<file path="config.mk">
export PLATFORM = sky130hd
export DESIGN_NAME = discriminant
export DESIGN_NICKNAME = d
export VERILOG_FILES = /design/src/rtl/ray_quadric_pkg.sv /design/src/rtl/discriminant.sv
export SDC_FILE = /design/constraint.sdc
export NUM_CORES = 2
export LEC_CHECK = 0
export BUFFER_PORTS_ARGS = -buffer_cell sky130_fd_sc_hd__buf_2
export CAP_MARGIN = 20
export CORE_UTILIZATION = 70
export CTS_CLUSTER_DIAMETER = 150
export DETAILED_ROUTE_END_ITERATION = 7
export PLACE_DENSITY = 0.89
export SYNTH_ARGS = -nofsm -noshare
export SYNTH_HDL_FRONTEND = slang
export SYNTH_SLANG_ARGS = --single-unit
</file>
<file path="constraint.sdc">
create_clock -name clk -period 11.6 [get_ports clk]
set_input_delay 0.58 -clock clk [delete_from_list [all_inputs] [get_ports clk]]
set_output_delay 0.58 -clock clk [all_outputs]
set_load 0.02 [all_outputs]
</file>
<file path="src/rtl/ray_quadric_pkg.sv">
package ray_quadric_pkg;

    // shape selector, one code per quadric
    localparam int shape_w = 2;

    localparam logic [shape_w-1:0] shape_off      = 2'd0; // no surface, never hits
    localparam logic [shape_w-1:0] shape_sphere   = 2'd1; // x^2 + y^2 + z^2 = 1
    localparam logic [shape_w-1:0] shape_cylinder = 2'd2; // x^2 + y^2 = 1, open in z
    localparam logic [shape_w-1:0] shape_cone     = 2'd3; // x^2 + y^2 = z^2

    // pipeline latencies in clock cycles
    localparam int dot_stages  = 2; // lane products, then the sum
    localparam int coef_stages = 3; // dot units plus the doubling stage
    localparam int disc_stages = 2; // squares, then the difference

    // default coordinate format, signed fixed point
    localparam int default_coord_w = 12;
    localparam int default_frac    = 8;  // products carry twice this

endpackage
</file>
<file path="src/rtl/discriminant.sv">
module discriminant
    import ray_quadric_pkg::*;
#(
    parameter int coord_w = default_coord_w
)(
    input  logic                         clk,
    input  logic                         rst_n,
    input  logic                         in_valid,
    input  logic                         shape_off_q,
    input  logic signed [2*coord_w+2:0]  a2,
    input  logic signed [2*coord_w+2:0]  b,
    input  logic signed [2*coord_w+2:0]  c2,
    output logic                         out_valid,
    output logic signed [2*coord_w+2:0]  out_a2,
    output logic signed [2*coord_w+2:0]  out_b,
    output logic signed [2*coord_w+2:0]  out_c2,
    output logic signed [4*coord_w+6:0]  disc,
    output logic                         hit
);

    localparam int coef_w = 2 * coord_w + 3;
    localparam int disc_w = 2 * coef_w + 1; // one bit over the products

    logic signed [2*coef_w-1:0] bb_q;       // b*b, always >= 0
    logic signed [2*coef_w-1:0] ac_q;       // (2a)*(2c) = 4ac
    logic signed [coef_w-1:0]   a2_q;
    logic signed [coef_w-1:0]   b_q;
    logic signed [coef_w-1:0]   c2_q;
    logic                       off_q;
    logic                       valid_q;
    logic signed [disc_w-1:0]   diff;

    // stage 1 registers both products while the coefficients ride along
    always_ff @(posedge clk) begin
        bb_q  <= b * b;
        ac_q  <= a2 * c2;
        a2_q  <= a2;
        b_q   <= b;
        c2_q  <= c2;
        off_q <= shape_off_q;
    end

    assign diff = disc_w'(bb_q) - disc_w'(ac_q); // exact with no overflow

    // stage 2 forms the difference and the hit decision
    always_ff @(posedge clk) begin
        disc   <= diff;
        hit    <= !off_q && !diff[disc_w-1]; // real roots and a real shape
        out_a2 <= a2_q;
        out_b  <= b_q;
        out_c2 <= c2_q;
    end

    always_ff @(posedge clk) begin
        if (!rst_n) begin
            valid_q   <= 1'b0;
            out_valid <= 1'b0;
        end else begin
            valid_q   <= in_valid;
            out_valid <= valid_q;
        end
    end

endmodule

</file>
==> implementation parameters <==
Parameter                              Value

Status
  Run status    finished clean

Detailed routing
  Total routed wirelength    148 mm
  Avg Vias per Cell    5.76
  DR vias    43,200
  DRC    0
  Wire length per cell after detailed routing    ~20 microns
  Drt pass-1 iters    8
  Number of nets still failing antenna checks after routing    0
  Detailed Route Iter0 Violations    approximately 3,500

Job
  Maxcap violations    0

Clock network
  CTS H-tree depth    2
  CTS hold repair buffers    0
  Clock tree from TritonCTS    yes
  Root buffer selected by CTS    sky130_fd_sc_hd__clkbuf_16
  Clock tree buffer depth    3
  Setup repair bufs after CTS    0
  TritonCTS sink count    around 330
  Cells resized by post-CTS repair    0
  Number of CTS-inserted buffers    38
  Clock slew seen by the registers of the worst setup and hold paths    approximately 0.060 ns
  Worst-Skew Late Latency    between 0.6 and 0.7 ns

Global routing
  Gr ovfl total    0
  Vias in the first global route    a little under 50,000
  Combined global-route utilization of all metal layers    0.364
  Antenna violations before repair    8
  Largest net degree at the start of global routing    33
  Wire length of the first global-routing pass    about 240 mm

Synthesis
  Total nets after synthesis    around 8,200
  Post-synth EDFFs    0
  Average cell area after synthesis    roughly 9.5 sq um
  Most used flip-flop cell after synthesis    sky130_fd_sc_hd__dfxtp_1
  Distinct cell type count of the synthesized netlist    73
  Flops & latches, synth    ~330
  Share of async-settable or async-resettable flops after synthesis    0
  Post-Syn Area    about 60,000 sq um
  Count of synthesis-stage warnings from yosys    0
  Number of standard cells after synthesis    ~6,300
  Share of synthesized area occupied by flip-flops and latches    0.109

Floorplan
  Starting utilization of the core area    0.711
  Height of the chip    ~290 microns
  Width of the die    about 290 microns
  Number of placement rows    about 110
  Number of primary I/O pins    between 200 and 250
  Core region area    roughly 84,000 sq um
  Total Die Area    a little under 90,000 sq um

Setup path
  Category of the most critical setup path    in2reg
  Kind of start point of the critical path    input port
  Critical path's largest stage delay    0.69 ns
  Crit path required time    around 12 ns
  Setup slack of the worst register-to-register path    7.84 ns
  Largest fanout of any net on the critical path    23
  Critical path arrival    roughly 9 ns
  Most used cell along the critical path    sky130_fd_sc_hd__fa_1
  Series of cell instances along the critical path    buf_2 > clkinv_1 > nor2_1 > fa_1 > fa_1 > inv_1 > fa_1 > fa_1 > fa_1 > inv_1 > fa_1 > inv_1 > fa_1 > inv_1 > ha_1 > and2_1 > a41o_1 > a21oi_1 > a21oi_1 > o21ai_0 > a21boi_1 > a311oi_1 > o211ai_1 > xor2_1
  Slowest-stage cell, CP    sky130_fd_sc_hd__a311oi_1
  CP Capture Type    flip-flop

STA
  Setup_tns    0 ns
  Setup repair after global routing missed its margin    false
  Final Hold Fails    0
  Achievable clock frequency    119 MHz
  Final Max Slew Viols    0
  Worst slew margin relative to its limit    0.294
  Post-layout minimum cycle time    between 8 and 9 ns
  Worst Clk Skew    0.0338 ns
  Post-route fraction of the period consumed by the critical path    0.724
  Worst-Margin Slew    approximately 1.1 ns
  Setup-failing EPs final    0

Placed design
  Port bufs    roughly 220
  Final estimated routing congestion in global placement    roughly 0.94
  DPL Wire Length    115 mm

Hold path
  Hold/Removal Path Class    in2reg

Finish
  Area added between synthesis and finish    4.93%
  Fraction of layout cells with a size suffix above 1    0.0495
  Commonest non-fill, non-tap cells in the layout    sky130_fd_sc_hd__inv_1, sky130_fd_sc_hd__fa_1, sky130_fd_sc_hd__nand2_1
  Fill cells    between 5,000 and 6,000
  Total Nets Final    8,262
  Commonest non-fill, non-tap cell in the layout    sky130_fd_sc_hd__inv_1
-- cell type report --
| cell class | count | area, sq um | share of cell area |
|---|---|---|---|
| Clock buffer | 48 | 1030 | 0.0164 |
| Tap cell | 1134 | 1420 | 0.0226 |
| Sequential cell | 327 | 6550 | 0.104 |
| Multi-Input combinational cell | 3963 | 45800 | 0.729 |
| Timing Repair Buffer | 226 | 1140 | 0.0181 |
| Antenna cell | 4 | 10.0 | 0.000159 |
| Inverter | 1776 | 6670 | 0.106 |
| Clock inverter | 20 | 235 | 0.00374 |
-- critical path: cells and delay by family --
kind / cells / cell delay [ns]
buf+inv: 6 / 1.42
fa+ha+maj: 8 / 3.91
compound gates: 7 / 2.24
xor+xnor: 1 / 0.17
simple gates: 2 / 0.57
-- state kept, by name, summed over array words and instances, names as in the netlist --
signal,count
a2_q,27
ac_q,54
b_q,27
bb_q,52
c2_q,27
disc,55
hit,1
off_q,1
out_a2,27
out_b,27
out_c2,27
out_valid,1
valid_q,1
-- cells in the mapped netlist (4+ instances only) --
library cell / number / area share
sky130_fd_sc_hd__inv_1: 1774 / 0.11
sky130_fd_sc_hd__or2_2: 7 / 0.00073
sky130_fd_sc_hd__o31ai_1: 9 / 0.0011
sky130_fd_sc_hd__or3_1: 8 / 0.00084
sky130_fd_sc_hd__nand2_1: 692 / 0.043
sky130_fd_sc_hd__nor4_1: 6 / 0.00063
sky130_fd_sc_hd__ha_1: 384 / 0.080
sky130_fd_sc_hd__clkbuf_1: 216 / 0.014
sky130_fd_sc_hd__buf_2: 7 / 0.00058
sky130_fd_sc_hd__a31oi_1: 18 / 0.0019
sky130_fd_sc_hd__nand3_1: 24 / 0.0020
sky130_fd_sc_hd__a2111oi_0: 4 / 0.00058
sky130_fd_sc_hd__a311oi_1: 7 / 0.0010
sky130_fd_sc_hd__o21ai_1: 4 / 0.00033
sky130_fd_sc_hd__a221oi_1: 4 / 0.00058
sky130_fd_sc_hd__o21a_1: 21 / 0.0026
sky130_fd_sc_hd__mux2i_1: 4 / 0.00067
sky130_fd_sc_hd__o211ai_1: 20 / 0.0025
sky130_fd_sc_hd__o211a_1: 4 / 0.00067
sky130_fd_sc_hd__nor3_1: 25 / 0.0021
sky130_fd_sc_hd__nand2b_1: 23 / 0.0024
sky130_fd_sc_hd__xor2_1: 53 / 0.0077
sky130_fd_sc_hd__nand4_1: 23 / 0.0024
sky130_fd_sc_hd__dfxtp_1: 327 / 0.11
sky130_fd_sc_hd__nor2b_1: 14 / 0.0015
sky130_fd_sc_hd__o21bai_1: 32 / 0.0040
sky130_fd_sc_hd__buf_1: 6 / 0.00038
sky130_fd_sc_hd__nor2_1: 157 / 0.0098
sky130_fd_sc_hd__a221o_1: 5 / 0.00084
sky130_fd_sc_hd__and2_1: 436 / 0.046
sky130_fd_sc_hd__o22ai_1: 4 / 0.00042
sky130_fd_sc_hd__o21ai_0: 74 / 0.0062
sky130_fd_sc_hd__fa_1: 1461 / 0.49
sky130_fd_sc_hd__xnor2_1: 110 / 0.016
sky130_fd_sc_hd__o221ai_1: 4 / 0.00058
sky130_fd_sc_hd__and3_1: 16 / 0.0017
sky130_fd_sc_hd__a211oi_1: 25 / 0.0031
sky130_fd_sc_hd__a21oi_1: 138 / 0.012
sky130_fd_sc_hd__nor3b_1: 5 / 0.00063
sky130_fd_sc_hd__a31o_2: 5 / 0.00073
sky130_fd_sc_hd__a21o_1: 86 / 0.011
sky130_fd_sc_hd__a211o_1: 4 / 0.00058
-- logic make-up after synthesis --
logic type / share of synthesized area
muxes: 0.000856
adders and majority gates: 0.568
and+or+nand+nor: 0.116
buffers and inverters: 0.126
xor gates and xnor gates: 0.0238
DFF: 0.109
AOI/OAI and AO/OA: 0.0560
-- path summary, 6_finish.rpt --
kind	from	end	depth (start not counted)
max	b[5]	bb_q[52]$_DFF_P_	24
max reg2reg	ac_q[21]$_DFF_P_	disc[52]$_DFF_P_	9
min	shape_off_q	off_q$_DFF_P_	1
min reg2reg	b_q[23]$_DFF_P_	out_b[23]$_DFF_P_	0
-- metal layers --
metal	global-route usage	wire (microns)
met5	0	23
met2	0.596	72100
met1	0.423	49400
met4	0.242	10800
met3	0.0976	15400
-- per-stage QoR --
stage | hold slack [ns] | std cells | setup slack [ns] | cell area [sq um] | utilization
4_1_cts | 0.0712 | 7494 | 3.41 | 62900 | 0.746
3_3_place_gp | 0.310 | 7426 | 3.08 | 61600 | 0.731
3_5_place_dp | 0.312 | 7426 | 2.84 | 61600 | 0.731
5_1_grt | 0.0673 | 7495 | 2.84 | 62900 | 0.746
2_1_floorplan | 0.310 | 6298 | 4.15 | 59900 | -
6_report | 0.0841 | 7498 | 3.21 | 62900 | 0.747
Power is left out: the tool's default activity adds up to more than one toggle a clock period on the data nets, which glitch-free logic cannot reach.
