--- config.mk ---
export PLATFORM = sky130hd
export DESIGN_NAME = quadric_coeffs
export DESIGN_NICKNAME = d
export VERILOG_FILES = /design/src/rtl/ray_quadric_pkg.sv /design/src/rtl/quadric_coeffs.sv /design/src/rtl/dot3_signed.sv
export SDC_FILE = /design/constraint.sdc
export NUM_CORES = 2
export LEC_CHECK = 0
export BUFFER_PORTS_ARGS = -buffer_cell sky130_fd_sc_hd__buf_2
export CORE_MARGIN = 10
export CORE_UTILIZATION = 39
export DETAILED_ROUTE_END_ITERATION = 12
export HOLD_SLACK_MARGIN = 0.15
export PLACE_DENSITY = 0.56
export SLEW_MARGIN = 20
export SYNTH_ARGS = -nofsm -noshare
export SYNTH_HDL_FRONTEND = slang
export SYNTH_SLANG_ARGS = --single-unit
--- constraint.sdc ---
create_clock -name clk -period 10.6 [get_ports clk]
set_input_delay 0.53 -clock clk [delete_from_list [all_inputs] [get_ports clk]]
set_output_delay 0.53 -clock clk [all_outputs]
set_load 0.05 [all_outputs]
--- src/rtl/ray_quadric_pkg.sv ---
package ray_quadric_pkg;

    // shape selector, one code per quadric
    localparam int shape_w = 2;

    localparam logic [shape_w-1:0] shape_off      = 2'd0; // no surface, never hits
    localparam logic [shape_w-1:0] shape_sphere   = 2'd1; // x^2 + y^2 + z^2 = 1
    localparam logic [shape_w-1:0] shape_cylinder = 2'd2; // x^2 + y^2 = 1, open in z
    localparam logic [shape_w-1:0] shape_cone     = 2'd3; // x^2 + y^2 = z^2

    // pipeline latencies in clock cycles
    localparam int dot_stages  = 2; // lane products, then the sum
    localparam int coef_stages = 3; // dot units plus the doubling stage
    localparam int disc_stages = 2; // squares, then the difference

    // default coordinate format, signed fixed point
    localparam int default_coord_w = 12;
    localparam int default_frac    = 8;  // products carry twice this

endpackage
--- src/rtl/quadric_coeffs.sv ---
module quadric_coeffs
    import ray_quadric_pkg::*;
#(
    parameter int coord_w = default_coord_w,
    parameter int frac    = default_frac
)(
    input  logic                         clk,
    input  logic                         rst_n,
    input  logic                         in_valid,
    input  logic [shape_w-1:0]           shape,
    input  logic signed [coord_w-1:0]    src_x,
    input  logic signed [coord_w-1:0]    src_y,
    input  logic signed [coord_w-1:0]    src_z,
    input  logic signed [coord_w-1:0]    dir_x,
    input  logic signed [coord_w-1:0]    dir_y,
    input  logic signed [coord_w-1:0]    dir_z,
    output logic                         out_valid,
    output logic                         shape_off_q, // off rays must not hit later
    output logic signed [2*coord_w+2:0]  a2,
    output logic signed [2*coord_w+2:0]  b,
    output logic signed [2*coord_w+2:0]  c2
);

    localparam int dot_w  = 2 * coord_w + 2;
    localparam int coef_w = 2 * coord_w + 3;
    // 1.0 at product scale since the products hold 2*frac fraction bits
    localparam logic signed [coef_w-1:0] one = coef_w'(1) << (2 * frac);

    logic signed [coord_w-1:0] sx_m;
    logic signed [coord_w-1:0] sy_m;
    logic signed [coord_w-1:0] sz_m;
    logic signed [coord_w-1:0] dx_m;
    logic signed [coord_w-1:0] dy_m;
    logic signed [coord_w-1:0] dz_m;
    logic                      neg_z;
    logic                      minus_one;    // c2 keeps the -1 term
    logic                      is_off;

    logic signed [dot_w-1:0]   dd_sum;       // D.D
    logic signed [dot_w-1:0]   ds_sum;       // D.S
    logic signed [dot_w-1:0]   ss_sum;       // S.S
    logic                      dd_valid;
    logic                      ds_valid;
    logic                      ss_valid;
    logic [dot_stages-1:0]     minus_one_q;  // flags wait for the dot units
    logic [dot_stages-1:0]     off_q;
    logic signed [coef_w-1:0]  c_diff;

    // lane masking by shape
    always_comb begin
        sx_m      = src_x;
        sy_m      = src_y;
        sz_m      = src_z;
        dx_m      = dir_x;
        dy_m      = dir_y;
        dz_m      = dir_z;
        neg_z     = 1'b0;
        minus_one = 1'b1;
        case (shape)
            shape_off: begin   // everything zeroed and only -1 survives
                sx_m = '0;
                sy_m = '0;
                sz_m = '0;
                dx_m = '0;
                dy_m = '0;
                dz_m = '0;
            end
            shape_cylinder: begin
                sz_m = '0;     // infinite along z
                dz_m = '0;
            end
            shape_cone: begin
                neg_z     = 1'b1;
                minus_one = 1'b0; // apex at origin so no radius term
            end
            default: begin
                // sphere keeps all three lanes
            end
        endcase
    end

    assign is_off = (shape == shape_off);

    dot3_signed #(.coord_w(coord_w)) u_dd (
        .clk(clk), .rst_n(rst_n), .in_valid(in_valid),
        .a_x(dx_m), .a_y(dy_m), .a_z(dz_m),
        .b_x(dx_m), .b_y(dy_m), .b_z(dz_m),
        .neg_z(neg_z), .out_valid(dd_valid), .sum(dd_sum)
    );

    dot3_signed #(.coord_w(coord_w)) u_ds (
        .clk(clk), .rst_n(rst_n), .in_valid(in_valid),
        .a_x(dx_m), .a_y(dy_m), .a_z(dz_m),
        .b_x(sx_m), .b_y(sy_m), .b_z(sz_m),
        .neg_z(neg_z), .out_valid(ds_valid), .sum(ds_sum)
    );

    dot3_signed #(.coord_w(coord_w)) u_ss (
        .clk(clk), .rst_n(rst_n), .in_valid(in_valid),
        .a_x(sx_m), .a_y(sy_m), .a_z(sz_m),
        .b_x(sx_m), .b_y(sy_m), .b_z(sz_m),
        .neg_z(neg_z), .out_valid(ss_valid), .sum(ss_sum)
    );

    always_ff @(posedge clk) begin
        minus_one_q <= {minus_one_q[dot_stages-2:0], minus_one};
        off_q       <= {off_q[dot_stages-2:0], is_off};
    end

    always_comb begin
        c_diff = coef_w'(ss_sum);
        if (minus_one_q[dot_stages-1]) begin
            c_diff = c_diff - one;
        end
    end

    // stage 3 doubles the coefficients
    always_ff @(posedge clk) begin
        a2          <= coef_w'(dd_sum) <<< 1;
        b           <= coef_w'(ds_sum) <<< 1;
        c2          <= c_diff <<< 1;
        shape_off_q <= off_q[dot_stages-1];
    end

    always_ff @(posedge clk) begin
        if (!rst_n) begin
            out_valid <= 1'b0;
        end else begin
            out_valid <= dd_valid & ds_valid & ss_valid; // all three march together
        end
    end

endmodule

--- src/rtl/dot3_signed.sv ---
module dot3_signed
    import ray_quadric_pkg::*;
#(
    parameter int coord_w = default_coord_w
)(
    input  logic                         clk,
    input  logic                         rst_n,
    input  logic                         in_valid,
    input  logic signed [coord_w-1:0]    a_x,
    input  logic signed [coord_w-1:0]    a_y,
    input  logic signed [coord_w-1:0]    a_z,
    input  logic signed [coord_w-1:0]    b_x,
    input  logic signed [coord_w-1:0]    b_y,
    input  logic signed [coord_w-1:0]    b_z,
    input  logic                         neg_z,     // cone: z lane counts negative
    output logic                         out_valid,
    output logic signed [2*coord_w+1:0]  sum
);

    localparam int prod_w = 2 * coord_w;     // full product, nothing rounded off
    localparam int sum_w  = 2 * coord_w + 2; // headroom for three lanes

    logic signed [prod_w-1:0] prod_x_q;
    logic signed [prod_w-1:0] prod_y_q;
    logic signed [prod_w-1:0] prod_z_q;
    logic                     neg_z_q;       // sign flag follows its product
    logic [dot_stages-1:0]    valid_q;       // valid shift, one bit per stage

    // stage 1: per-lane products
    always_ff @(posedge clk) begin
        prod_x_q <= a_x * b_x;
        prod_y_q <= a_y * b_y;
        prod_z_q <= a_z * b_z;
        neg_z_q  <= neg_z;
    end

    // stage 2: sign-extend and add, z subtracted when flagged
    always_ff @(posedge clk) begin
        if (neg_z_q) begin
            sum <= sum_w'(prod_x_q) + sum_w'(prod_y_q) - sum_w'(prod_z_q);
        end else begin
            sum <= sum_w'(prod_x_q) + sum_w'(prod_y_q) + sum_w'(prod_z_q);
        end
    end

    always_ff @(posedge clk) begin
        if (!rst_n) begin
            valid_q <= '0;
        end else begin
            valid_q <= {valid_q[dot_stages-2:0], in_valid};
        end
    end

    assign out_valid = valid_q[dot_stages-1]; // lines up with sum

endmodule

==> results.md <==
- FFs w/ async S/R, synth: 0%
- Post-synthesis cell count: 6,515
- Routed WL per cell: roughly 18 um
- Top post-synthesis cells by area: fa_1, ha_1, dfxtp_1, inv_1, xnor2_1
- Mapped Area: 0.0605 sq mm
- DR vias: between 40,000 and 50,000
- CP Max Fanout: 93
- Slowest stage delay, CP: 0.76 ns
- First-pass GRT wire length: ~240,000 um
- Die width: just over 400 um
- Setup crit end kind: flip-flop
- Max Buffers Root-to-Sink: 3
- Worst setup path endpoint: u_ds.prod_y_q[23]$_DFF_P_
- Fmax: between 100 and 150 MHz
- Number of fill cells in the layout: 15,100
- Area share of and/or/nand/nor cells after synthesis: 13.2%
- Crit-path leading delay family: adder cells
- Initial antenna violation count: 28
- Vias in the first global route: 44,600
- Crit path cell chain: buf_4 -> or2_4 -> buf_4 -> and2_1 -> inv_1 -> nor2_1 -> fa_1 -> fa_1 -> fa_1 -> inv_1 -> fa_1 -> inv_1 -> fa_1 -> ha_1 -> o41ai_1 -> nand4b_1 -> a31oi_1 -> and4_1 -> a2111oi_2 -> a21oi_1 -> xnor2_1
- Post-CTS resize count: 0
- Setup bufs post-CTS: 0
- Clock buffer count from CTS: 46
- CTS Sinks: 375
- Most used cell, CP: fa_1
- Placed Area: 0.0631 sq mm
- Layout cell share with drive strength beyond 1: 4.35%
- Detailed Place HPWL: between 100,000 and 150,000 um
- CP startpoint kind: input port
- GPL Wtd Cong: 0.875
- Setup violators final: 0
- Worst-Margin Slew: 0.971 ns
- WS Path Type: input port to flip-flop
- Slew HR: 35.3%
- Ports: 160
- Die area: ~0.17 sq mm
- Max Cap Viol: 0
- CP Depth: 21
- Post-synth top cells: inv_1, fa_1, ha_1
- TNS Setup: 0 ns
- Clock Latency Late Sink: 0.65 ns
- Critical path required time: 11.13 ns
- Final hold vios: 0
- Post-Syn Area per Cell: 9.28 sq um
- Grt ovf: 0
- 1st-iter DRT viols: 1,984
- Post-Synth Adder-Cell Area: 51.1%
- Yosys top cell by area: fa_1
- H-tree Lvls: 2
- Synth top area share: around two fifths
- Final Critical Period: around 7.6 ns
- Post-synth EDFFs: 0
- Pins Over Slew Limit: 0
- Sequential share of the synthesized area: 12.4%
- Cell depth of the worst hold path: 0
- Initial core utilization: 39.3%
- Distinct cells, synth: 81
- Status: complete, no violations
- Routed WL: 151,000 um
- Final net count: 8,364
- Die Y: 414 um
- Vias per cell: 4.85
- CP arrival: 8.10 ns
- Clock skew: 0.0435 ns
- Most used DFF post-synth: dfxtp_1
- Routed metal-1 wirelength: 65,500 um
- Cells on worst reg2reg path: 20
- Synth warn: 0
- First-pass DRT Iterations: 5
- Reg-to-reg startpoint: u_ds.prod_y_q[0]$_DFF_P_
- Crit path buf inv count: 5
- DR WL met2: 72,100 um
- R2r endpoint: u_ds.sum[24]$_DFF_P_
- Post-route ant nets: 0
- Synthesized flop and latch total: approximately 380
- Site Rows: roughly 140
- GRT Util Overall: between 15 and 20%
- Count leader, synth: inv_1
- Synth Area in XOR/XNOR: just over 6%
- Largest family of logic cells by synthesized area: adder cells
- RSZ-0062 raised after global routing: no
- Hold-fix buffers, CTS: 3
- Crit-path slowest cell: or2_4
- Final Cycle Share: 71.4%
- DR top layer: met5
- R2R Setup Slk: 5.40 ns
- Clock-pin transition on the worst setup and hold timing paths: 0.06 ns
- Compound-cell area share of the yosys netlist: approximately 6.2%
- Total core area: 0.154 sq mm
- Port buffer count: 156
- Post-synthesis mux area share: 0.225%
- Worst Hold Class: flip-flop to flip-flop
- Number of remaining DRC errors: 0
- Largest net degree at the start of global routing: 94
- Finished layout cell area: 0.0648 sq mm
- Hold Path Origin: u_ds.sum[11]$_DFF_P_
- Final Core Density: 42.1%
- Met3 routed WL: 7140 um
- Worst Setup SP: shape[0]
- Layout overhead on the synthesized area: 7.11%
- Clock Tree Root: clkbuf_16
- CTS tree: built
-- worst min path at each step --
stage	to	slack [ns]
6_report	b[12]$_DFF_P_	0.32
3_5_place_dp	a2[15]$_DFF_P_	0.31
3_3_place_gp	b[12]$_DFF_P_	0.31
5_1_grt	u_dd.prod_z_q[2]$_DFF_P_	0.30
2_1_floorplan	a2[10]$_DFF_P_	0.31
4_1_cts	u_ss.prod_y_q[2]$_DFF_P_	0.26
-- kinds of logic after synthesis --
logic type	after synthesis
muxes	13
AOI/OAI and AO/OA	576
buffers and inverters	1741
DFF	375
adders and majority gates	1775
other	1
and+or+nand+nor	1616
xor gates and xnor gates	418
-- cell usage in the layout, fill, tap and decap left out, types with 66 or more instances in the layout --
master and n:
nand2_1 486, inv_1 1520, o21ai_0 70, and3_1 387, dfxtp_1 374, a21oi_1 193
xnor2_1 352, nor2_1 324, ha_1 616, nor3_1 89, buf_2 155, fa_1 1159
nor2b_1 66
-- flip-flops by register name, summed over array words and instances, names as in the netlist, 24 cells and up --
signal	count
u_ds.prod_x_q	24
u_ds.sum	26
u_ss.sum	26
u_ds.prod_y_q	24
b	26
u_ds.prod_z_q	24
a2	26
c2	26
u_dd.sum	26
-- stage by stage --
stage / worst slack [ns] / hold WS (ns) / instances
2_1_floorplan: 4.10 / 0.310 / 6517
3_3_place_gp: 2.70 / 0.311 / 8505
3_5_place_dp: 2.40 / 0.312 / 8505
4_1_cts: 3.12 / 0.261 / 8590
5_1_grt: 2.54 / 0.296 / 8596
6_report: 3.03 / 0.319 / 8599
-- layer usage --
metal  GRT usage [%]  vias to the layer above
met3            2.79                      217
met2            30.4                      821
met1            23.1                    20600
met4            6.32                       14
li1                -                    20000
met5               0                        -
-- cell type report --
class	instances	area (sq um)	share of cell area [%]
clock buffers	54	1230	1.90
clock inverters	28	438	0.676
flip-flops and latches	375	7510	11.6
well taps	2044	2560	3.95
multi-input cells	4401	46400	71.7
diodes	9	22.5	0.0348
inverters	1520	5710	8.81
repair buffers	168	881	1.36
Power is not shown: default switching activity piles up to over one toggle a cycle in this logic, so the estimate is an artifact.
