--- config.mk ---
export PLATFORM = sky130hd
export DESIGN_NAME = result_queue
export DESIGN_NICKNAME = d
export VERILOG_FILES = /design/src/rtl/ray_quadric_pkg.sv /design/src/rtl/result_queue.sv
export SDC_FILE = /design/constraint.sdc
export NUM_CORES = 1
export LEC_CHECK = 0
export BUFFER_PORTS_ARGS = -buffer_cell sky130_fd_sc_hd__clkbuf_2
export CAP_MARGIN = 20
export CORE_MARGIN = 3
export CORE_UTILIZATION = 49
export DETAILED_ROUTE_END_ITERATION = 12
export GPL_TIMING_DRIVEN = 0
export PLACE_DENSITY = 0.76
export SLEW_MARGIN = 0
export SYNTH_ARGS = -nofsm -noshare
export SYNTH_HDL_FRONTEND = slang
export SYNTH_SLANG_ARGS = --single-unit
--- constraint.sdc ---
create_clock -name clk -period 15.3 [get_ports clk]
set_clock_uncertainty 0.15 [all_clocks]
set_input_delay 3.825 -clock clk [delete_from_list [all_inputs] [get_ports clk]]
set_output_delay 3.825 -clock clk [all_outputs]
set_load 0.01 [all_outputs]
--- src/rtl/ray_quadric_pkg.sv ---
package ray_quadric_pkg;

    // shape selector, one code per quadric
    localparam int shape_w = 2;

    localparam logic [shape_w-1:0] shape_off      = 2'd0; // no surface, never hits
    localparam logic [shape_w-1:0] shape_sphere   = 2'd1; // x^2 + y^2 + z^2 = 1
    localparam logic [shape_w-1:0] shape_cylinder = 2'd2; // x^2 + y^2 = 1, open in z
    localparam logic [shape_w-1:0] shape_cone     = 2'd3; // x^2 + y^2 = z^2

    // pipeline latencies in clock cycles
    localparam int dot_stages  = 2; // lane products, then the sum
    localparam int coef_stages = 3; // dot units plus the doubling stage
    localparam int disc_stages = 2; // squares, then the difference

    // default coordinate format, signed fixed point
    localparam int default_coord_w = 12;
    localparam int default_frac    = 8;  // products carry twice this

endpackage
--- src/rtl/result_queue.sv ---
module result_queue
    import ray_quadric_pkg::*;
#(
    parameter int coord_w     = default_coord_w,
    parameter int queue_depth = 4,
    parameter int out_credits = 2
)(
    input  logic                         clk,
    input  logic                         rst_n,
    input  logic                         reserve,    // a ray entered the pipeline
    input  logic                         wr_valid,
    input  logic signed [2*coord_w+2:0]  wr_a2,
    input  logic signed [2*coord_w+2:0]  wr_b,
    input  logic signed [2*coord_w+2:0]  wr_c2,
    input  logic signed [4*coord_w+6:0]  wr_disc,
    input  logic                         wr_hit,
    input  logic                         out_credit, // receiver frees one slot
    output logic                         in_credit,
    output logic                         out_valid,
    output logic signed [2*coord_w+2:0]  out_a2,
    output logic signed [2*coord_w+2:0]  out_b,
    output logic signed [2*coord_w+2:0]  out_c2,
    output logic signed [4*coord_w+6:0]  out_disc,
    output logic                         out_hit
);

    localparam int coef_w = 2 * coord_w + 3;
    localparam int disc_w = 2 * coef_w + 1;
    localparam int ptr_w  = (queue_depth > 1) ? $clog2(queue_depth) : 1;
    localparam int cnt_w  = $clog2(queue_depth + 1);
    localparam int cred_w = $clog2(out_credits + 1);

    logic signed [coef_w-1:0] mem_a2   [queue_depth];
    logic signed [coef_w-1:0] mem_b    [queue_depth];
    logic signed [coef_w-1:0] mem_c2   [queue_depth];
    logic signed [disc_w-1:0] mem_disc [queue_depth];
    logic                     mem_hit  [queue_depth];

    logic [ptr_w-1:0]  wr_ptr;
    logic [ptr_w-1:0]  rd_ptr;
    logic [cnt_w-1:0]  count;       // results sitting in the queue
    logic [cnt_w-1:0]  outstanding; // reserved slots, pipeline plus queue
    logic [cred_w-1:0] credit_cnt;  // receiver slots we may still fill

    // wrap at queue_depth, depth need not be a power of two
    function automatic logic [ptr_w-1:0] next_ptr(input logic [ptr_w-1:0] p);
        if (p == ptr_w'(queue_depth - 1)) begin
            return '0;
        end
        return p + 1'b1;
    endfunction

    // pop whenever something is held and the receiver has room
    assign out_valid = (count != '0) && (credit_cnt != '0);

    assign out_a2   = mem_a2[rd_ptr];
    assign out_b    = mem_b[rd_ptr];
    assign out_c2   = mem_c2[rd_ptr];
    assign out_disc = mem_disc[rd_ptr];
    assign out_hit  = mem_hit[rd_ptr];

    always_ff @(posedge clk) begin
        if (wr_valid) begin
            mem_a2[wr_ptr]   <= wr_a2;
            mem_b[wr_ptr]    <= wr_b;
            mem_c2[wr_ptr]   <= wr_c2;
            mem_disc[wr_ptr] <= wr_disc;
            mem_hit[wr_ptr]  <= wr_hit;
        end
    end

    always_ff @(posedge clk) begin
        if (!rst_n) begin
            wr_ptr      <= '0;
            rd_ptr      <= '0;
            count       <= '0;
            outstanding <= '0;
            credit_cnt  <= cred_w'(out_credits);
            in_credit   <= 1'b0;
        end else begin
            if (wr_valid) begin
                wr_ptr <= next_ptr(wr_ptr);
            end
            if (out_valid) begin
                rd_ptr <= next_ptr(rd_ptr);
            end
            count       <= count + cnt_w'(wr_valid) - cnt_w'(out_valid);
            outstanding <= outstanding + cnt_w'(reserve) - cnt_w'(out_valid);
            credit_cnt  <= credit_cnt + cred_w'(out_credit) - cred_w'(out_valid);
            in_credit   <= out_valid; // slot freed, sender gets it back
        end
    end

    // reservation at input time means a full queue is never written
    a_no_write_full: assert property (@(posedge clk) disable iff (!rst_n)
        wr_valid |-> count < cnt_w'(queue_depth));

    // sender must respect its credits
    a_outstanding_max: assert property (@(posedge clk) disable iff (!rst_n)
        outstanding <= cnt_w'(queue_depth));

    // receiver must not return more than it was given
    a_credit_max: assert property (@(posedge clk) disable iff (!rst_n)
        credit_cnt <= cred_w'(out_credits));

endmodule

==> results of run 1 <==
## sequential cells by signal (all words and copies together), names as in the netlist, named ones only
register,count
mem_disc,220
mem_a2,108
mem_b,108
mem_c2,108
mem_hit,4
count,3
credit_cnt,2
rd_ptr,2
wr_ptr,2
in_credit,1
## per-layer routing
metal  track usage, %  routed length (microns)  share of wire (%)
met1            23.32                    15010                 39
met2            28.87                    19200                 50
met3            5.306                     3305                8.6
met4            5.797                      869                2.3
met5           0.4449                       53               0.14
## cell families (layout without fill, tap and decap cells)
kind of cell             count (synthesis)  count (layout)  synth area share [%]
AO/OA/AOI/OAI                            8               8                0.2648
XOR/XNOR                                 1               1               0.04311
adder cells (fa/ha/maj)                  8               8                0.5295
buffers and inverters                   35             419                 1.053
flip-flops                             560             560                 82.17
multiplexers                           140             140                 15.34
other                                    0               1                     0
AND/OR/NAND/NOR                         25              25                0.6034
## worst paths after layout
check                         start                      to  depth (start not counted)
max                            flop              out_c2[24]                          4
min          rd_ptr[1]$_SDFFE_PN0P_  rd_ptr[1]$_SDFFE_PN0P_                          2
max reg2reg     count[0]$_SDFF_PN0_     count[2]$_SDFF_PN0_                          9
min reg2reg  rd_ptr[1]$_SDFFE_PN0P_  rd_ptr[1]$_SDFFE_PN0P_                          2
## cell usage in the layout, fill, tap and decap left out, types with 3 or more instances in the layout
master	count
buf_6	3
clkbuf_2	279
inv_1	5
clkbuf_16	55
mux4_2	137
buf_2	15
clkinv_1	11
dfxtp_1	12
buf_16	8
ha_1	7
clkinv_2	9
nor2_1	8
and2_4	4
o21ai_0	4
buf_4	11
and2_1	3
bufinv_16	5
clkbuf_1	14
edfxtp_1	548
nand2_1	4
## power groups by stage
stage | registers, W | clock network [W] | logic, W
finish | 0.00179 | 0.00127 | 0.000911
global route | 0.00180 | 0.00136 | 0.000986
CTS | 0.00179 | 0.00130 | 0.000936
detailed placement | 0.00182 | 0 | 0.000932
global placement | 0.00183 | 0 | 0.000912
floorplan | 0.00182 | 0 | 0.000576
## area by class of cell
| type | instances | area, sq um | area share [%] |
|---|---|---|---|
| multi-input cells | 182 | 3420 | 14.07 |
| diodes | 1 | 2.502 | 0.01030 |
| inverters | 5 | 18.77 | 0.07724 |
| flip-flops and latches | 560 | 16700 | 68.71 |
| well taps | 525 | 656.9 | 2.703 |
| repair buffers | 287 | 1617 | 6.653 |
| clock buffers | 68 | 1425 | 5.865 |
| plain buffers | 30 | 195.2 | 0.8033 |
| clock inverters | 29 | 269.0 | 1.107 |
## worst reg2reg max path, cell delays in order (launching register included)
cell and delay [ps]:
dfxtp_1 350, o32ai_2 540, nor2_1 140, a21o_1 180
ha_1 170, inv_1 70, fa_1 190, xor2_1 170
and2_1 140, nor3_1 40
## metrics by stage
stage / hold slack (ps) / util [%] / power (W) / instances / instance area, sq um
floorplan: 316.1 / - / 0.002400 / 777 / 20320
global placement: 331.7 / 55.42 / 0.002746 / 1581 / 22370
detailed placement: 342.6 / 55.99 / 0.002754 / 1589 / 22600
CTS: 353.5 / 60.18 / 0.004023 / 1686 / 24300
global route: 385.2 / 60.18 / 0.004141 / 1686 / 24300
finish: 353.4 / 60.19 / 0.003965 / 1687 / 24300
==> flow_summary.ini, run 1 <==
[outcome]
status = completed

[global_routing]
grt_max_degree = 56
first_global_vias = 10060
antenna_found_initial = 5
grt_pass1_wl_mm = 59.01
track_usage_pct = 17.76
grt_overflow = 0

[logic_synthesis]
synth_nets = 927
netlist_top_cells_count = edfxtp_1 (548), mux4_2 (137), buf_2 (15)
syn_area_sq_um = 20320
synthFlopType = edfxtp_1
synth.most_common_cell = edfxtp_1
synthDistinctLibCells = 24
async_flop_share_pct = 0
ys_seq_area_share_pct = 82.17
synth_top_area_share_pct = 80.99
synth_top_cells_by_area = edfxtp_1 (81%), mux4_2 (15%), dfxtp_1 (1.2%), ha_1 (0.43%), buf_4 (0.41%)
avgSynthCellArea_sq_um = 26.15
synth_edf_count = 548
yosys.area.top_type = edfxtp_1
syn_inst = 777
ys_ff_latch = 560
yosysWarnings = 0

[pwr]
swShare_pct = 26.02
p_per_area_nw_per_um2 = 163.2
comb_power_share_pct = 23.0
clockPowerShare_pct = 31.9
internal_power_w = 0.002934
switchingPower_w = 0.001032
power_frac_seq_pct = 45.1
p_leak_nw = 8.287
ir_worst_vdd_mv = 0.1040

[sta]
hold_viol_final = 0
worst_pin_slew_ps = 903.1
final_max_slew_viol_count = 0
setup_tns_ps = 0
fin_crit_ps = 6569
setup_violations = 0
setup_ws_ps = 8731
max_slew_margin_pct = 39.80
fmax_ghz = 0.1522
grt_setup_unrepaired = no
final.period_utilization_pct = 42.93

[detailed_routing]
antenna_left = 0
drtIter0Drc = 535
via_count = 9258
drc = 0
drt-total-wl_mm = 38.44
post_drt_wl_per_cell_microns = 22.79
dr.pass1.iters = 5
viasPerCell = 5.488

[floorplan]
die-area_sq_um = 43950
io_pins = 281
die_h_microns = 209.6
die_width_microns = 209.6
fp-row-count = 73
core_sq_um = 40370
start_util_pct = 50.33

[setup_path]
path_buf_inv = 3
start_kind = flop
crit_type = reg2out
crit_family = buffers and inverters
critPathCaptureType = primary output
rrSetupSlack_ps = 13050
crit_path_max_incr_delay_ps = 600
crit_chain = clkbuf_1 -> buf_2 -> mux4_2 -> clkbuf_2
crit_required_ps = 11330
critical_path_peak_fanout = 10
critPathSlowestCell = clkbuf_1
cp.arrival_ps = 2590

[clock_network]
cts_tree = yes
postCtsSetupRepairBufs = 0
cts_root_buffer = clkbuf_16
cts-hold-fix-buffers = 0
cts_buffer_depth = 3
numCtsBuffers = 53
worstSkewPairLatency_ps = 590
htree_levels = 2
ctsResizeCount = 0
clock_sinks = 560
clkTransAtPathRegs_ps = 60

[placement]
io_buffers = 279
place.gp.congestion = 0.7015
dp.final_hpwl_mm = 23.91
dp_slack_ps = 9198

[layout]
final_nets = 1269
nFillCells = 2803
areaGrowthSynthToFinish_pct = 19.59
layout-drive-gt1-share_pct = 45.82

[min_path]
hp-class = reg2reg

[job]
cap_violations = 0
Power figures use the tool's default switching activity.
==> run 2: changes to the inputs <==
--- a/config.mk
+++ b/config.mk
@@ -5,6 +5,7 @@
 export SDC_FILE = /design/constraint.sdc
 export NUM_CORES = 1
 export LEC_CHECK = 0
+export ABC_AREA = 1
 export BUFFER_PORTS_ARGS = -buffer_cell sky130_fd_sc_hd__clkbuf_2
 export CAP_MARGIN = 20
 export CORE_MARGIN = 3
==> constraint.sdc (replaced) <==
create_clock -name clk -period 6.6 [get_ports clk]
set_clock_uncertainty 0.15 [all_clocks]
set_input_delay 1.65 -clock clk [delete_from_list [all_inputs] [get_ports clk]]
set_output_delay 1.65 -clock clk [all_outputs]
set_load 0.01 [all_outputs]
==> flow_summary.ini, run 2 <==
[outcome]
status = completed

[logic_synthesis]
synthFlopType = edfxtp_1
synth_edf_count = 548
synth_nets = 1547
synth.most_common_cell = edfxtp_1
ys_ff_latch = 560
avgSynthCellArea_sq_um = 14.94
yosys.area.top_type = edfxtp_1
async_flop_share_pct = 0
synthDistinctLibCells = 20
netlist_top_cells_count = edfxtp_1 (548), nor2_1 (286), o21ai_0 (156)
syn_area_sq_um = 20870
yosysWarnings = 0
syn_inst = 1397
ys_seq_area_share_pct = 80.01
synth_top_cells_by_area = edfxtp_1 (79%), nor2_1 (5.1%), o22ai_1 (4.1%), o21ai_0 (3.7%), o21ai_1 (3.0%)
synth_top_area_share_pct = 78.86

[clock_network]
cts_tree = yes
cts_buffer_depth = 3
cts_root_buffer = clkbuf_16
htree_levels = 2
postCtsSetupRepairBufs = 0
cts-hold-fix-buffers = 0
clkTransAtPathRegs_ps = 60
numCtsBuffers = 54
clock_sinks = 560
worstSkewPairLatency_ps = 580
ctsResizeCount = 0

[setup_path]
crit_type = reg2out
critPathCaptureType = primary output
crit_required_ps = 4800
start_kind = flop
rrSetupSlack_ps = 4370
worst_path_most_repeated_cell = clkbuf_1
r2r_start = credit_cnt[1]$_SDFF_PN1_
critPathSlowestCell = clkbuf_1
reg2regPathDepth = 9
critical_path_peak_fanout = 10
r2r_end = count[2]$_SDFF_PN0_
crit_chain = inv_1 -> clkbuf_1 -> clkbuf_1 -> o21ai_1 -> o22ai_1 -> clkbuf_2
critPathCapture = out_c2[11]
cp.arrival_ps = 2820
crit_path_max_incr_delay_ps = 750

[layout]
max_flop_register = mem_disc
largest_reg_flops = 220
final_nets = 1886
fin_util_pct = 59.81
most-common-layout-cells = edfxtp_1 (548), nor2_1 (286), clkbuf_2 (279)
instances_no_fill = 2310
n_antenna_cell = 0
nFillCells = 3087
mostFrequentLayoutCell = edfxtp_1
layout-drive-gt1-share_pct = 22.78
areaGrowthSynthToFinish_pct = 18.90

[pwr]
power_frac_seq_pct = 41.2
swShare_pct = 32.13
internal_power_w = 0.006815
switchingPower_w = 0.003227
ir_worst_vdd_mv = 0.2806
p_per_area_nw_per_um2 = 404.7
comb_power_share_pct = 28.6
p_leak_nw = 8.761
clockPowerShare_pct = 30.2

[detailed_routing]
post_drt_wl_per_cell_microns = 21.88
route.met3.wl_mm = 4.465
drt-total-wl_mm = 50.55
via_count = 13170
drc = 0
viasPerCell = 5.700
antenna_left = 0
wl_met2_mm = 24.87
wl_met1_mm = 20.12
top_layer = met5
drtIter0Drc = 1256
dr.pass1.iters = 5

[sta]
final.period_utilization_pct = 70.00
worst_pin_slew_ps = 1006
setup_ws_ps = 1980
final_max_slew_viol_count = 0
hold_viol_final = 0
setup_tns_ps = 0
fmax_ghz = 0.2164
fin_crit_ps = 4620
max_slew_margin_pct = 32.94
setup_violations = 0
grt_setup_unrepaired = no

[global_routing]
grt_pass1_wl_mm = 75.82
antenna_found_initial = 2
first_global_vias = 13170
grt_overflow = 0
track_usage_pct = 22.05
grt_max_degree = 77

[floorplan]
die_h_microns = 212.4
start_util_pct = 50.30
die-area_sq_um = 45100
core_sq_um = 41480
die_width_microns = 212.4
io_pins = 281
fp-row-count = 74

[placement]
dp_slack_ps = 2522
dp.final_hpwl_mm = 30.72
io_buffers = 279
place.gp.congestion = 0.7696
dp_cells = 2212

[min_path]
hp-class = reg2reg

[job]
cap_violations = 0
-- run 2: worst min path at each step --
stage / slack (ps) / cells after the start / end / startpoint
global route: 370 / 2 / count[2]$_SDFF_PN0_ / count[2]$_SDFF_PN0_
finish: 340 / 2 / count[2]$_SDFF_PN0_ / count[2]$_SDFF_PN0_
CTS: 340 / 2 / count[2]$_SDFF_PN0_ / count[2]$_SDFF_PN0_
global placement: 310 / 2 / count[2]$_SDFF_PN0_ / count[2]$_SDFF_PN0_
detailed placement: 320 / 2 / count[2]$_SDFF_PN0_ / count[2]$_SDFF_PN0_
floorplan: 290 / 2 / count[2]$_SDFF_PN0_ / count[2]$_SDFF_PN0_
-- run 2: final cells by class --
type	instances	area (sq um)	area share [%]
sequential	560	16700	67.30
multi-input combinational	730	3531	14.23
timing repair buffer	283	1506	6.072
clock buffer	70	1475	5.946
tap	532	665.6	2.683
buffer	90	573.1	2.310
clock inverter	28	266.5	1.074
inverter	17	96.34	0.3883
-- run 2: per-stage QoR --
| step | power (W) | hold slack [ps] | area (sq um) |
|---|---|---|---|
| floorplan | 0.005851 | 294.0 | 20870 |
| finish | 0.01004 | 341.5 | 24810 |
| global route | 0.01049 | 372.8 | 24810 |
| detailed placement | 0.007086 | 322.5 | 23070 |
| CTS | 0.01010 | 337.2 | 24810 |
| global placement | 0.007039 | 314.8 | 22930 |
-- run 2: power groups by stage --
stage                     sequential [W]  combinational, W  clock [W]
after CTS                        0.00414           0.00289    0.00307
after global routing             0.00415           0.00312    0.00322
after detailed placement         0.00421           0.00287          0
after floorplan                  0.00421           0.00164          0
final                            0.00414           0.00288    0.00303
after global placement           0.00424           0.00280          0
-- run 2: metal layers --
metal,vias up,track usage [%]
li1,5972,-
met5,-,0
met3,74,4.928
met1,6548,29.26
met2,570,36.56
met4,2,7.272
-- run 2: worst max-delay path: cells and delay by family (launching register included) --
| family | cells | cell delay (ps) |
|---|---|---|
| buf+inv | 4 | 1490 |
| compound gates | 2 | 390 |
| flops | 1 | 360 |
-- run 2: cells by family after synthesis --
logic type      after synthesis  share of synthesized area, %
buf+inv                     107                         3.064
compound gates              419                         10.87
simple gates                301                         5.451
fa+ha+maj                     8                        0.5157
xor+xnor                      2                       0.08396
flops                       560                         80.01
